### src/rv32i_types.sv
package rv32i_types;

    // fetch constants
    localparam logic [31:0] RESET_PC        = 32'h6000_0000; // first fetch address
    localparam logic [31:0] PC_STEP         = 32'd4;         // one rv32i word per fetch
    localparam int          IQ_DEPTH        = 16;            // default queue depth
    localparam int          IQ_DATA_WIDTH   = 64;            // pc plus instruction
    localparam logic [3:0]  IMEM_RMASK_WORD = 4'b1111;       // full 32-bit read

    // one queue slot, pc in the upper half like the decode stage expects
    typedef struct packed {
        logic [31:0] pc;    // address the word was read from
        logic [31:0] instr; // raw instruction bits
    } iq_entry_t;

    // which redirect source won this cycle
    typedef enum logic [2:0] {
        RD_NONE   = 3'd0, // sequential fetch
        RD_FLUSH  = 3'd1, // commit stage mispredict recovery
        RD_JALR   = 3'd2, // jalr target resolved
        RD_JUMP   = 3'd3, // jal target
        RD_BRANCH = 3'd4  // taken branch
    } redirect_e;

endpackage

### src/pc_reg.sv
module pc_reg
(
    input  logic                  clk,
    input  logic                  rst,
    input  logic                  flush,     // commit flush pulse
    input  logic                  jalr_done, // jalr target ready
    input  logic                  jump_en,   // jal pulse
    input  logic                  br_en,     // taken branch pulse
    input  logic [31:0]           missed_pc,
    input  logic [31:0]           jalr_pc,
    input  logic [31:0]           pc_jump,
    input  logic [31:0]           pc_branch,
    input  logic                  advance,   // accepted response, step to next word
    output logic [31:0]           pc,
    output rv32i_types::redirect_e redirect  // winning source this cycle
);
    import rv32i_types::*;

    logic [31:0] pc_next;

    // priority is flush > jalr_done > jump > branch > sequential
    always_comb
    begin
        redirect = RD_NONE;
        pc_next  = pc; // hold unless something moves it
        if (flush)
        begin
            redirect = RD_FLUSH;
            pc_next  = missed_pc;
        end
        else if (jalr_done)
        begin
            redirect = RD_JALR;
            pc_next  = jalr_pc;
        end
        else if (jump_en)
        begin
            redirect = RD_JUMP;
            pc_next  = pc_jump;
        end
        else if (br_en)
        begin
            redirect = RD_BRANCH;
            pc_next  = pc_branch;
        end
        else if (advance)
        begin
            pc_next = pc + PC_STEP; // next sequential word
        end
    end

    always_ff @(posedge clk)
    begin
        if (rst)
        begin
            pc <= RESET_PC;
        end
        else
        begin
            pc <= pc_next;
        end
    end

    // backend targets are all word aligned in rv32i
    pc_aligned: assert property (@(posedge clk) disable iff (rst)
        pc[1:0] == 2'b00);

endmodule

### src/imem_req_ctrl.sv
module imem_req_ctrl
(
    input  logic                   clk,
    input  logic                   rst,
    input  rv32i_types::redirect_e redirect,   // from pc_reg
    input  logic                   jalr_en,    // unresolved jalr seen by decode
    input  logic                   jalr_done,  // jalr resolved
    input  logic                   space_ok,   // queue can take one more word
    input  logic                   imem_resp,  // one-cycle response pulse
    output logic [3:0]             imem_rmask,
    output logic                   accept,     // write this response to the queue
    output logic                   advance     // step pc to the next word
);
    import rv32i_types::*;

    logic pending; // one read in flight
    logic stale;   // in-flight read belongs to an old path
    logic stall;   // waiting on jalr target
    logic start;   // a new read begins this cycle

    // new read only when idle, room left, no stall and no redirect this cycle
    always_comb
    begin
        start = !rst && !pending && space_ok && !stall && !jalr_en &&
                (redirect == RD_NONE);
    end

    // mask held high from the start cycle until the response pulse
    assign imem_rmask = (pending || start) ? IMEM_RMASK_WORD : 4'b0000;

    // a redirect in the response cycle also kills the word
    assign accept  = imem_resp && !stale && (redirect == RD_NONE);
    assign advance = accept; // pc steps only past words that were kept

    always_ff @(posedge clk)
    begin
        if (rst)
        begin
            pending <= 1'b0;
            stale   <= 1'b0;
            stall   <= 1'b0;
        end
        else
        begin
            if (imem_resp)
                pending <= 1'b0; // read finished
            else if (start)
                pending <= 1'b1;

            if (imem_resp)
                stale <= 1'b0; // stale word dropped here
            else if (pending && (redirect != RD_NONE))
                stale <= 1'b1; // path changed under the read

            if (jalr_done)
                stall <= 1'b0; // target known so fetch resumes
            else if (jalr_en)
                stall <= 1'b1;
        end
    end

    // memory must not answer a read that was never issued
    resp_has_req: assert property (@(posedge clk) disable iff (rst)
        imem_resp |-> pending);

    // request stays up until the memory answers
    mask_steady: assert property (@(posedge clk) disable iff (rst)
        (pending && !imem_resp) |=> (imem_rmask == IMEM_RMASK_WORD));

endmodule

### src/instr_queue.sv
module instr_queue
#(
    parameter int DEPTH = rv32i_types::IQ_DEPTH
)
(
    input  logic                   clk,
    input  logic                   rst,
    input  logic                   clear,        // redirect, drop everything
    input  logic                   write_enable,
    input  rv32i_types::iq_entry_t data_in,
    input  logic                   read_enable,  // pop the head at this edge
    output rv32i_types::iq_entry_t data_out,     // head, always visible
    output logic                   empty,
    output logic                   space_ok      // a new read may be issued
);
    import rv32i_types::*;

    localparam int PTR_W = (DEPTH > 1) ? $clog2(DEPTH) : 1;
    localparam int CNT_W = $clog2(DEPTH + 1);

    logic [IQ_DATA_WIDTH-1:0] mem [DEPTH]; // entry storage

    logic [PTR_W-1:0] head;      // oldest entry
    logic [PTR_W-1:0] tail;      // next free slot
    logic [CNT_W-1:0] count;     // entries held
    logic [PTR_W-1:0] head_next;
    logic [PTR_W-1:0] tail_next;
    logic [CNT_W:0]   fill_next; // count once this edge's write lands
    logic             full;
    logic             do_write;
    logic             do_read;

    assign empty = (count == '0);
    assign full  = (count == CNT_W'(DEPTH));

    // clear wins over both ports
    assign do_write = write_enable && !clear;
    assign do_read  = read_enable && !empty && !clear;

    // wrap explicitly so DEPTH need not be a power of two
    assign head_next = (head == PTR_W'(DEPTH - 1)) ? '0 : head + 1'b1;
    assign tail_next = (tail == PTR_W'(DEPTH - 1)) ? '0 : tail + 1'b1;

    // the write landing now counts as the pending slot
    assign fill_next = {1'b0, count} + {{CNT_W{1'b0}}, write_enable};
    assign space_ok  = (fill_next < (CNT_W + 1)'(DEPTH));

    assign data_out = iq_entry_t'(mem[head]);

    always_ff @(posedge clk)
    begin
        if (do_write)
        begin
            mem[tail] <= data_in;
        end
    end

    always_ff @(posedge clk)
    begin
        if (rst || clear)
        begin
            head  <= '0;
            tail  <= '0;
            count <= '0;
        end
        else
        begin
            if (do_write)
                tail <= tail_next;
            if (do_read)
                head <= head_next;

            case ({do_write, do_read})
                2'b10:   count <= count + 1'b1;
                2'b01:   count <= count - 1'b1;
                default: count <= count; // idle or write and pop together
            endcase
        end
    end

    // the request side must have reserved room before the word came back
    no_overflow: assert property (@(posedge clk) disable iff (rst)
        write_enable |-> !full);

endmodule

### src/fetch.sv
module fetch
(
    input  logic                   clk,
    input  logic                   rst,
    input  logic                   flush,
    input  logic [31:0]            missed_pc,
    input  logic                   jalr_en,           // stall until jalr_done
    input  logic                   jalr_done,
    input  logic [31:0]            jalr_pc,
    input  logic                   jump_en,
    input  logic [31:0]            pc_jump,
    input  logic                   br_en,
    input  logic [31:0]            pc_branch,
    input  logic [31:0]            imem_rdata,
    input  logic                   imem_resp,
    input  logic                   request_new_instr, // decode wants the head
    output logic [31:0]            imem_addr,
    output logic [3:0]             imem_rmask,
    output rv32i_types::iq_entry_t instruction,       // queue head
    output logic [31:0]            pc,
    output logic                   read_resp          // head valid and popped
);
    import rv32i_types::*;

    redirect_e redirect;    // agreed redirect for every block
    logic      advance;
    logic      accept;
    logic      space_ok;
    logic      iq_empty;
    logic      iq_pop;
    iq_entry_t iq_entry_in;
    logic      hold_valid;  // a read is on the bus
    logic [31:0] hold_addr; // address of that read

    // pc may move under a read on redirect, so the bus keeps the issued address
    assign imem_addr = hold_valid ? hold_addr : pc;

    always_ff @(posedge clk)
    begin
        if (rst)
        begin
            hold_valid <= 1'b0;
        end
        else if (imem_resp)
        begin
            hold_valid <= 1'b0; // bus free next cycle
        end
        else if (imem_rmask != 4'b0000)
        begin
            hold_valid <= 1'b1;
        end
    end

    always_ff @(posedge clk)
    begin
        if (!hold_valid)
        begin
            hold_addr <= pc; // capture in the start cycle
        end
    end

    // pc equals the issued address whenever a word is accepted
    assign iq_entry_in = '{pc: pc, instr: imem_rdata};

    // same-cycle answer to decode
    assign iq_pop    = request_new_instr && !iq_empty;
    assign read_resp = iq_pop;

    pc_reg pc_reg_inst (
        .clk       (clk),
        .rst       (rst),
        .flush     (flush),
        .jalr_done (jalr_done),
        .jump_en   (jump_en),
        .br_en     (br_en),
        .missed_pc (missed_pc),
        .jalr_pc   (jalr_pc),
        .pc_jump   (pc_jump),
        .pc_branch (pc_branch),
        .advance   (advance),
        .pc        (pc),
        .redirect  (redirect)
    );

    imem_req_ctrl imem_req_ctrl_inst (
        .clk        (clk),
        .rst        (rst),
        .redirect   (redirect),
        .jalr_en    (jalr_en),
        .jalr_done  (jalr_done),
        .space_ok   (space_ok),
        .imem_resp  (imem_resp),
        .imem_rmask (imem_rmask),
        .accept     (accept),
        .advance    (advance)
    );

    instr_queue #(
        .DEPTH (IQ_DEPTH)
    ) instr_queue_inst (
        .clk          (clk),
        .rst          (rst),
        .clear        (redirect != RD_NONE), // any redirect empties the queue
        .write_enable (accept),
        .data_in      (iq_entry_in),
        .read_enable  (iq_pop),
        .data_out     (instruction),
        .empty        (iq_empty),
        .space_ok     (space_ok)
    );

    // bus address holds from request start to response
    addr_steady: assert property (@(posedge clk) disable iff (rst)
        ((imem_rmask != 4'b0000) && !imem_resp) |=> $stable(imem_addr));

endmodule

### config.mk
export PLATFORM = sky130hd
export DESIGN_NAME = fetch
export DESIGN_NICKNAME = d
export VERILOG_FILES = /design/src/rv32i_types.sv /design/src/pc_reg.sv /design/src/imem_req_ctrl.sv /design/src/instr_queue.sv /design/src/fetch.sv
export SDC_FILE = /design/constraint.sdc
export NUM_CORES = 1
export LEC_CHECK = 0
export BUFFER_PORTS_ARGS = -buffer_cell sky130_fd_sc_hd__buf_2
export CORE_MARGIN = 8
export CORE_UTILIZATION = 57
export DETAILED_ROUTE_END_ITERATION = 6
export PLACE_DENSITY = 0.72
export SYNTH_ARGS = -nofsm -noshare
export SYNTH_HDL_FRONTEND = slang
export SYNTH_SLANG_ARGS = --single-unit
### constraint.sdc
create_clock -name clk -period 9.75 [get_ports clk]
set_input_delay 1.4625 -clock clk [delete_from_list [all_inputs] [get_ports clk]]
set_output_delay 1.4625 -clock clk [all_outputs]
set_load 0.005 [all_outputs]
## Word level (Yosys, flattened, before mapping)

Memories as Yosys holds them, arrays and structs flattened. A register that Yosys moved wholly into a read port is not among the register bits.
Index checks and enable logic that the tools add are counted.

| cells by class | value |
|---|---|
| $add $sub $neg | 6 |
| $lt $le $gt $ge | 1 |
| equality and inequality tests | 4 |
| muxes and demuxes | 18 |
| reduce and logical (&&, ||, !) cells | 29 |

Operator list:

| operator | number |
|---|---|
| 32-bit two-way mux | 6 |
| 32-bit by 3-bit adder with 32-bit output (second input constant) | 1 |
| 4-bit two-way mux | 5 |
| 1-bit logical AND | 12 |
| 3-bit two-way mux | 4 |
| 5-bit one-hot mux with 2 select lines | 1 |
| 4-bit by 1-bit adder with 4-bit output (second input constant) | 2 |
| 4-bit == test (second input constant) | 2 |
| 1-bit zero test | 7 |
| 5-bit by 1-bit adder with 6-bit output | 1 |
| 6-bit by 5-bit less-than comparator with 1-bit output (second input constant) | 1 |
| 5-bit by 1-bit adder with 5-bit output (second input constant) | 1 |
| 5-bit zero test | 1 |
| 5-bit nonzero test | 1 |
| 5-bit by 1-bit subtractor with 5-bit output (second input constant) | 1 |
| 4-bit nonzero test | 1 |
| 2-bit OR reduction | 2 |
| 3-bit zero test | 1 |
| 3-bit nonzero test | 1 |
| 2-bit by 1-bit == test with 1-bit output (second input constant) | 1 |
| 2-bit == test (second input constant) | 1 |
| 1-bit logical OR | 2 |
| 1-bit two-way mux | 2 |
| 2-bit nonzero test | 1 |

| storage, ports and cells | value |
|---|---|
| bits in registers | 81 |
| memory bits (writable) | 1024 |
| bits of input ports | 169 |
| output and inout port bits | 133 |
| logic and storage cells | 68 |
| memories | 1 |

Memories:

| name | depth | bits a word | rd ports | clocked after Yosys merged registers in | wr ports | RTL line | RTL |
|---|---|---|---|---|---|---|---|
| instr_queue_inst.mem | 16 | 64 | 1 | 1 | 1 | instr_queue.sv:21 | `logic [IQ_DATA_WIDTH-1:0] mem [DEPTH];` |

## Depth between registers and ports, before layout

Gate-level depths: netlist of the first run.

| depth | value |
|---|---|
| depth after elaboration | 15 |
| depth in mapped cells | 13 |

## Hierarchy

Synthesis of the first run repeated with hierarchy kept, for this count alone.

| second synthesis, totals | value |
|---|---|
| cell total of the unflattened synthesis | 2032 |
| area total of the unflattened synthesis | 43709.4 sq um |

By module, submodules not included:

| module | times used | cells each | area an instance (sq um) | sequential area each (sq um) |
|---|---|---|---|---|
| instr_queue | 1 | 1537 | 39432.8 | 31089.8 |
| pc_reg | 1 | 402 | 2872.8 | 640.6 |
| fetch | 1 | 74 | 1233.7 | 660.6 |
| imem_req_ctrl | 1 | 19 | 170.2 | 60.1 |

## Least setup slack after synthesis of the first run

Ideal clock, no wire load.

| path | value |
|---|---|
| path type | input to register |
| start point | in jump_en |
| end point | mem instr_queue_inst.mem[3][0], enable pin |
| arrival time | 7.011 ns |
| path slack | 2.175 ns |
| cell stages on the path | 6 |
| buffers on the path | 2 |
| cell sequence | buf_2 -> or3_1 -> clkbuf_1 -> nor3_4 -> nand2_1 -> nor3_1 |

| between the ends | value |
|---|---|
| longest elaborated chain between the ends | 8 |

RTL lines:

| item | RTL line | RTL |
|---|---|---|
| from (decl) | fetch.sv:10 | `input logic jump_en,` |
| 3-bit two-way mux (*) | pc_reg.sv:36 | `else if (jump_en)` |
| 3-bit two-way mux (*) | pc_reg.sv:31 | `else if (jalr_done)` |
| 3-bit two-way mux (*) | pc_reg.sv:26 | `if (flush)` |
| 3-bit zero test or 3-bit nonzero test (tied branches) | imem_req_ctrl.sv:32, fetch.sv:103 |  |
| 1-bit logical AND or 1-bit zero test (tied branches) | imem_req_ctrl.sv:32, instr_queue.sv:37 |  |
| 1-bit logical AND (*) | instr_queue.sv:37 | `assign do_write = write_enable && !clear;` |
| 1-bit two-way mux (*) | instr_queue.sv:52 | `if (do_write)` |
| 1-bit two-way mux (implied by the code) (*) | instr_queue.sv:54 | `mem[tail] <= data_in;` |
| to (decl) | instr_queue.sv:21 |  |

Every way passes the cells marked *; elsewhere a longest branch is shown, timed or not.

==> results of run 1 <==
worst min path at each step:
stage,end,slack [ps],from
final,hold_addr[5],470,hold_addr[5]
after global routing,hold_addr[29],480,hold_addr[29]
after CTS,hold_addr[25],470,hold_addr[25]
after detailed placement,hold_addr[25],460,hold_addr[25]
after global placement,hold_addr[16],450,hold_addr[16]
after floorplan,hold_addr[11],460,hold_addr[11]
layout make-up:
class	instances	area, um^2	share of cell area
multi-input cells	778	10400	0.210
clock buffers	127	2800	0.0566
inverters	16	60.1	0.00121
well taps	978	1220	0.0247
clock inverters	73	729	0.0147
repair buffers	342	1850	0.0374
flip-flops and latches	1109	32500	0.656
routing by layer:
layer  vias to the layer above  global-route usage  wire, um
met5                         -                   0        41
met4                         6              0.0759      2710
met3                       187              0.0520      8980
met2                      1190               0.415     52900
met1                     11500               0.320     40100
li1                       9239                   -         -
kinds of logic (layout without fill, tap and decap cells):
group / after synthesis / count (layout) / synth area share
AOI/OAI and AO/OA: 172 / 172 / 0.0275
DFF: 1109 / 1109 / 0.750
xor gates and xnor gates: 11 / 11 / 0.00223
buffers and inverters: 138 / 558 / 0.0132
adders and majority gates: 11 / 11 / 0.00335
and+or+nand+nor: 218 / 218 / 0.0260
muxes: 366 / 366 / 0.178
worst max-delay path: stages (launching register included):
cell     delay (ps)
dfxtp_4         960
buf_4           880
mux4_2          620
mux4_2          520
buf_2           160
power by group:
part	switching, mW	internal, mW
clock network	1.74	2.40
logic	0.130	0.0868
registers	0.0754	5.23
total	1.94	7.72
Yosys cell counts, types with 8 or more instances:
cell / count / area (um^2)
buf_2: 30 / 150
ha_1: 10 / 125
inv_1: 14 / 52.6
mux2i_1: 16 / 160
o21ai_0: 29 / 145
dfxtp_1: 85 / 1700
a211oi_1: 8 / 60.1
or4_1: 8 / 60.1
clkbuf_1: 71 / 267
nand3_1: 18 / 90.1
nor2_1: 60 / 225
a31oi_1: 10 / 62.6
o22ai_1: 11 / 68.8
a221oi_1: 21 / 184
nor3_1: 29 / 145
mux2_2: 30 / 338
buf_1: 16 / 60.1
and4_1: 9 / 78.8
nand2b_1: 8 / 50.1
a21oi_1: 33 / 165
nand2_1: 40 / 150
mux4_2: 320 / 7210
edfxtp_1: 1024 / 30700
per-stage QoR:
stage / util / worst slack, ps / cell area, um^2
global route: 0.655 / 4060 / 49500
CTS: 0.655 / 4230 / 49500
global placement: 0.608 / 4460 / 46000
detailed placement: 0.608 / 4370 / 46000
finish: 0.655 / 4380 / 49500
floorplan: - / 2170 / 43300
placed cells by master (no fill, tap or decap), drive strengths merged, types with 13 or more instances in the layout:
cell,synthesis,routed
mux2i,16,16
dfxtp,85,85
a221oi,21,21
clkinv,2,50
a21oi,33,33
nand2,40,40
clkbuf,72,127
edfxtp,1024,1024
mux4,320,320
nor2,60,60
buf,50,342
o21ai,29,29
nor3,31,31
bufinv,0,13
nand3,18,18
inv,14,18
mux2,30,30
==> metrics, run 1 <==
sequential area share after synthesis=0.750; pin count of the biggest net entering global routing=roughly 180; Vias/cell=6.48; vias=22.2k; Post-Syn Area=43300 um^2; Leak Pwr=about 15 nW; RSZ-0062 raised after global routing=false; CTS tree=yes; final setup violation count=0; clk buf depth=3; main flop type after synthesis=edfxtp_1; Die Y=292 um; CTS Sinks=1109; hold_buf cts=0; crit path DAT=3900 ps; clk slew on worst S/H paths=about 70 ps; gr usage total=0.245; number of synthesized flops with an enable pin=1024; Die X=about 300 um; Worst Setup End Kind=primary output; Reg2Reg Setup Slack=about 6200 ps; GRT Residual Overflow=0; input/output buffers=301; Tot Pwr=9.66 mW; Worst-Skew Late Latency=660 ps; Core ar.=75600 um^2; worst hold slack=roughly 470 ps; Final Cycle Share=0.551; fraction of registers with async set/reset=0; cell count after synthesis=a little over 2k; Die ar.=85000 um^2; Hold Path Class=flop to flop; worst-path maximum fanout=48; Max-Cap Viols=0; Worst Tran Pin Value=1270 ps; vias in the first global route=between 20k and 25k; dpl cells=roughly 3.2k; average size of a mapped cell=21.4 um^2; Reg-to-Reg Start=imem_req_ctrl_inst.stale; antenna violations before repair=6; H-tree levels=3; ant diodes=0; 1st-iter DRT viols=around 2.1k; Post-CTS Setup Inserts=0; Largest register FFs=1024; Setup CP Type=flop to primary output; Final Net Count=2532; # rows=101; #FFs+latches synth=1109; First-pass DRT Iterations=5; Worst R2R Path Depth=5; total wire length=around 100 mm; endpoints failing hold=0; CTS Root Cell=clkbuf_16; Final ANT Viol Nets=0; status=complete, no violations; Hold Path Depth=1; Slew Viols, Final=0; clk_skew=24.4 ps; setup TNS=0 ps; Critical Path Sink=instruction[12]; highest clock rate=0.186 GHz; Syn Nets=roughly 2.2k; Filler Cells Inserted=between 4k and 5k; Setup crit start kind=flop; Ys Warns=0; Worst EP required=slightly above 8000 ps; GPL Wtd Cong=just over 0.9; Power Density=approximately 200 nW/um^2; CTS-repair resized insts=0; IO Pins=302; global-route wire length before repair=155 mm; share of post-route cells with drive strength above 1=0.364; drt wl/cell=between 30 and 40 um; Area Growth Syn to Fin=14.4%; Tmin final=between 5000 and 6000 ps; HPWL after DPL=approximately 59 mm; r2r endpoint=instr_queue_inst.mem[4][31]; Max rail drop VDD=0.127 mV; max_slew headroom=0.151; Unique masters post-synth=68; cts bufs inserted=105; final std cells w/o fill=3423; residual DRC count=0; Initial Util=0.573
Note: power is estimated with default switching activity, not from simulation.
==> inputs of run 2 (changes only) <==
CORE_UTILIZATION = 54   (was 57)
PLACE_DENSITY = 0.71   (was 0.72)
clock period = 4.4 ns   (was 9.75 ns; I/O delays follow)
==> metrics, run 2 (synthesis gave the netlist of run 1 again) <==
clk slew on worst S/H paths=60 ps (about the same); vias in the first global route=23.6k (+0.26%); Setup crit start kind=flop; crit path DAT=3150 ps (-750 ps); GPL Wtd Cong=0.935 (about the same); status=complete, no violations; CP delay by family, top=multiplexers; Initial Util=0.542 (-0.0310); HPWL after DPL=61.1 mm (+4.1%); Max-Cap Viols=0 (unchanged); switching power=4.29 mW (+120%); Vias/cell=6.28 (-3.0%); clk buf depth=3 (unchanged); Worst-Skew Late Latency=670 ps (about the same); antenna violations before repair=6 (unchanged); Die ar.=89500 um^2 (+5.2%); Post-CTS Setup Inserts=0 (unchanged); CP cell instances=buf_4, mux4_2, mux4_2, buf_2; GRT Residual Overflow=0 (unchanged); cts bufs inserted=108 (+2.9%); final setup violation count=0 (unchanged); CTS Sinks=1109 (unchanged); dpl ws=879 ps (-3490 ps); commonest non-fill, non-tap cell in the layout=edfxtp_1; Largest register FFs=1024 (unchanged); clock share of power=0.424 (-0.004); residual DRC count=0 (unchanged); hold_buf cts=0 (unchanged); Max rail drop VDD=0.293 mV (+130%); Slew Viols, Final=0 (unchanged); share of post-route cells with drive strength above 1=0.367 (+0.00359); CTS-repair resized insts=0 (unchanged); CP max-delay cell=dfxtp_4; Worst Tran Pin Value=937 ps (-336 ps); Core ar.=79900 um^2 (+5.7%); CTS tree=yes; pin count of the biggest net entering global routing=81 (-56%); endpoints failing hold=0 (unchanged); share of power burned in registers=0.550 (about the same); setup TNS=0 ps (unchanged); Gate power share=0.026 (+0.004); total wire length=106 mm (+1.6%); Buf+Inv Stages, Crit Path=2 (unchanged); Die Y=299 um (+2.6%); CTS Root Cell=clkbuf_16; Power Density=425 nW/um^2 (+120%); vias=22.3k (+0.39%); Final Net Count=2572 (+1.6%); Crit path largest cell delay=760 ps (-200 ps); Final ANT Viol Nets=0 (unchanged); Worst EP required=3740 ps (-4550 ps); Setup CP Type=flop to primary output; H-tree levels=3 (unchanged); RSZ-0062 raised after global routing=false; highest clock rate=0.262 GHz; clk_skew=24.1 ps (-0.286 ps); Final Cycle Share=0.867; worst hold slack=267 ps (-203 ps); Worst Setup End Kind=primary output; # rows=104 (+3.0%); input/output buffers=301 (unchanged); drt wl/cell=30.0 um (-1.8%); 1st-iter DRT viols=2429 (+18%); worst setup margin=585 ps (-3800 ps); Hold Path Class=input pin to flop; switching portion of total power=0.201 (+0.000292); Area Growth Syn to Fin=15.7%; worst-path maximum fanout=28 (-42%); most frequent cell on the critical path=mux4_2; commonest non-fill, non-tap cells in the layout=edfxtp_1, mux4_2, buf_2, clkbuf_16, dfxtp_1; gr usage total=0.236 (-0.00918); First-pass DRT Iterations=5 (unchanged); max_slew headroom=0.374 (+0.223); Leak Pwr=15.7 nW (+1.2%); IO Pins=302 (unchanged); Die X=299 um (+2.6%); Tmin final=approximately 3800 ps; internal power=17.0 mW (+120%); global-route wire length before repair=157 mm (+1.8%)
-- run 2: cell types whose count changed in the layout (fill, tap and decap cells not counted), sizes merged --
cell      delta
clkinv       +1
clkinvlp     -3
diode        +2
clkbuf       +4
buf         +37
bufinv       -3
-- run 2: worst paths after layout --
kind | startpoint | end | slack (ps) | depth (start not counted)
max reg2reg | instr_queue_inst.count[0] | instr_queue_inst.count[4] | 1270 | 9
max | flop | instruction[51] | 590 | 4
min | missed_pc[0] | pc_reg_inst.pc[0] | 270 | 3
min reg2reg | hold_addr[17] | hold_addr[17] | 470 | 2
-- run 2: power groups by stage --
| stage | Clock, mW | Sequential (mW) | Combinational [mW] |
|---|---|---|---|
| 6_report | 9.03 | 11.7 | 0.545 |
| 5_1_grt | 9.57 | 11.7 | 0.589 |
| 4_1_cts | 9.16 | 11.7 | 0.546 |
| 3_5_place_dp | 0 | 11.9 | 0.545 |
| 3_3_place_gp | 0 | 11.9 | 0.531 |
| 2_1_floorplan | 0 | 11.9 | 0.195 |
-- run 2: worst reg2reg max path, delay by kind of cell, from the launching register on --
family,cells,cell delay [ps]
flip-flops,1,340
adder cells (fa/ha/maj),2,620
AND/OR/NAND/NOR,3,1220
AO/OA/AOI/OAI,4,880
-- run 2: metrics by stage --
step | cells | power (mW) | area, um^2 | util
floorplan | 2025 | 12.1 | 43300 | -
global placement | 3342 | 12.5 | 46600 | 0.583
detailed placement | 3342 | 12.5 | 46600 | 0.583
CTS | 3541 | 21.4 | 50100 | 0.627
global route | 3541 | 21.9 | 50100 | 0.627
finish | 3543 | 21.3 | 50100 | 0.627
-- run 2: metal layers --
layer / up-vias / share of wire / global-route usage
li1: 9315 / - / -
met1: 11700 / 0.39 / 0.319
met2: 1074 / 0.50 / 0.396
met3: 180 / 0.078 / 0.0401
met4: 6 / 0.028 / 0.0699
met5: - / 0.00035 / 0
-- run 2: layout make-up --
| type | count | area [um^2] |
|---|---|---|
| Antenna cell | 2 | 5.00 |
| Sequential cell | 1109 | 32500 |
| Multi-Input combinational cell | 778 | 10400 |
| Clock inverter | 68 | 614 |
| Tap cell | 1060 | 1330 |
| Inverter | 16 | 60.1 |
| Timing Repair Buffer | 379 | 2340 |
| Clock buffer | 131 | 2850 |
| Fill cell | 5460 | 29800 |
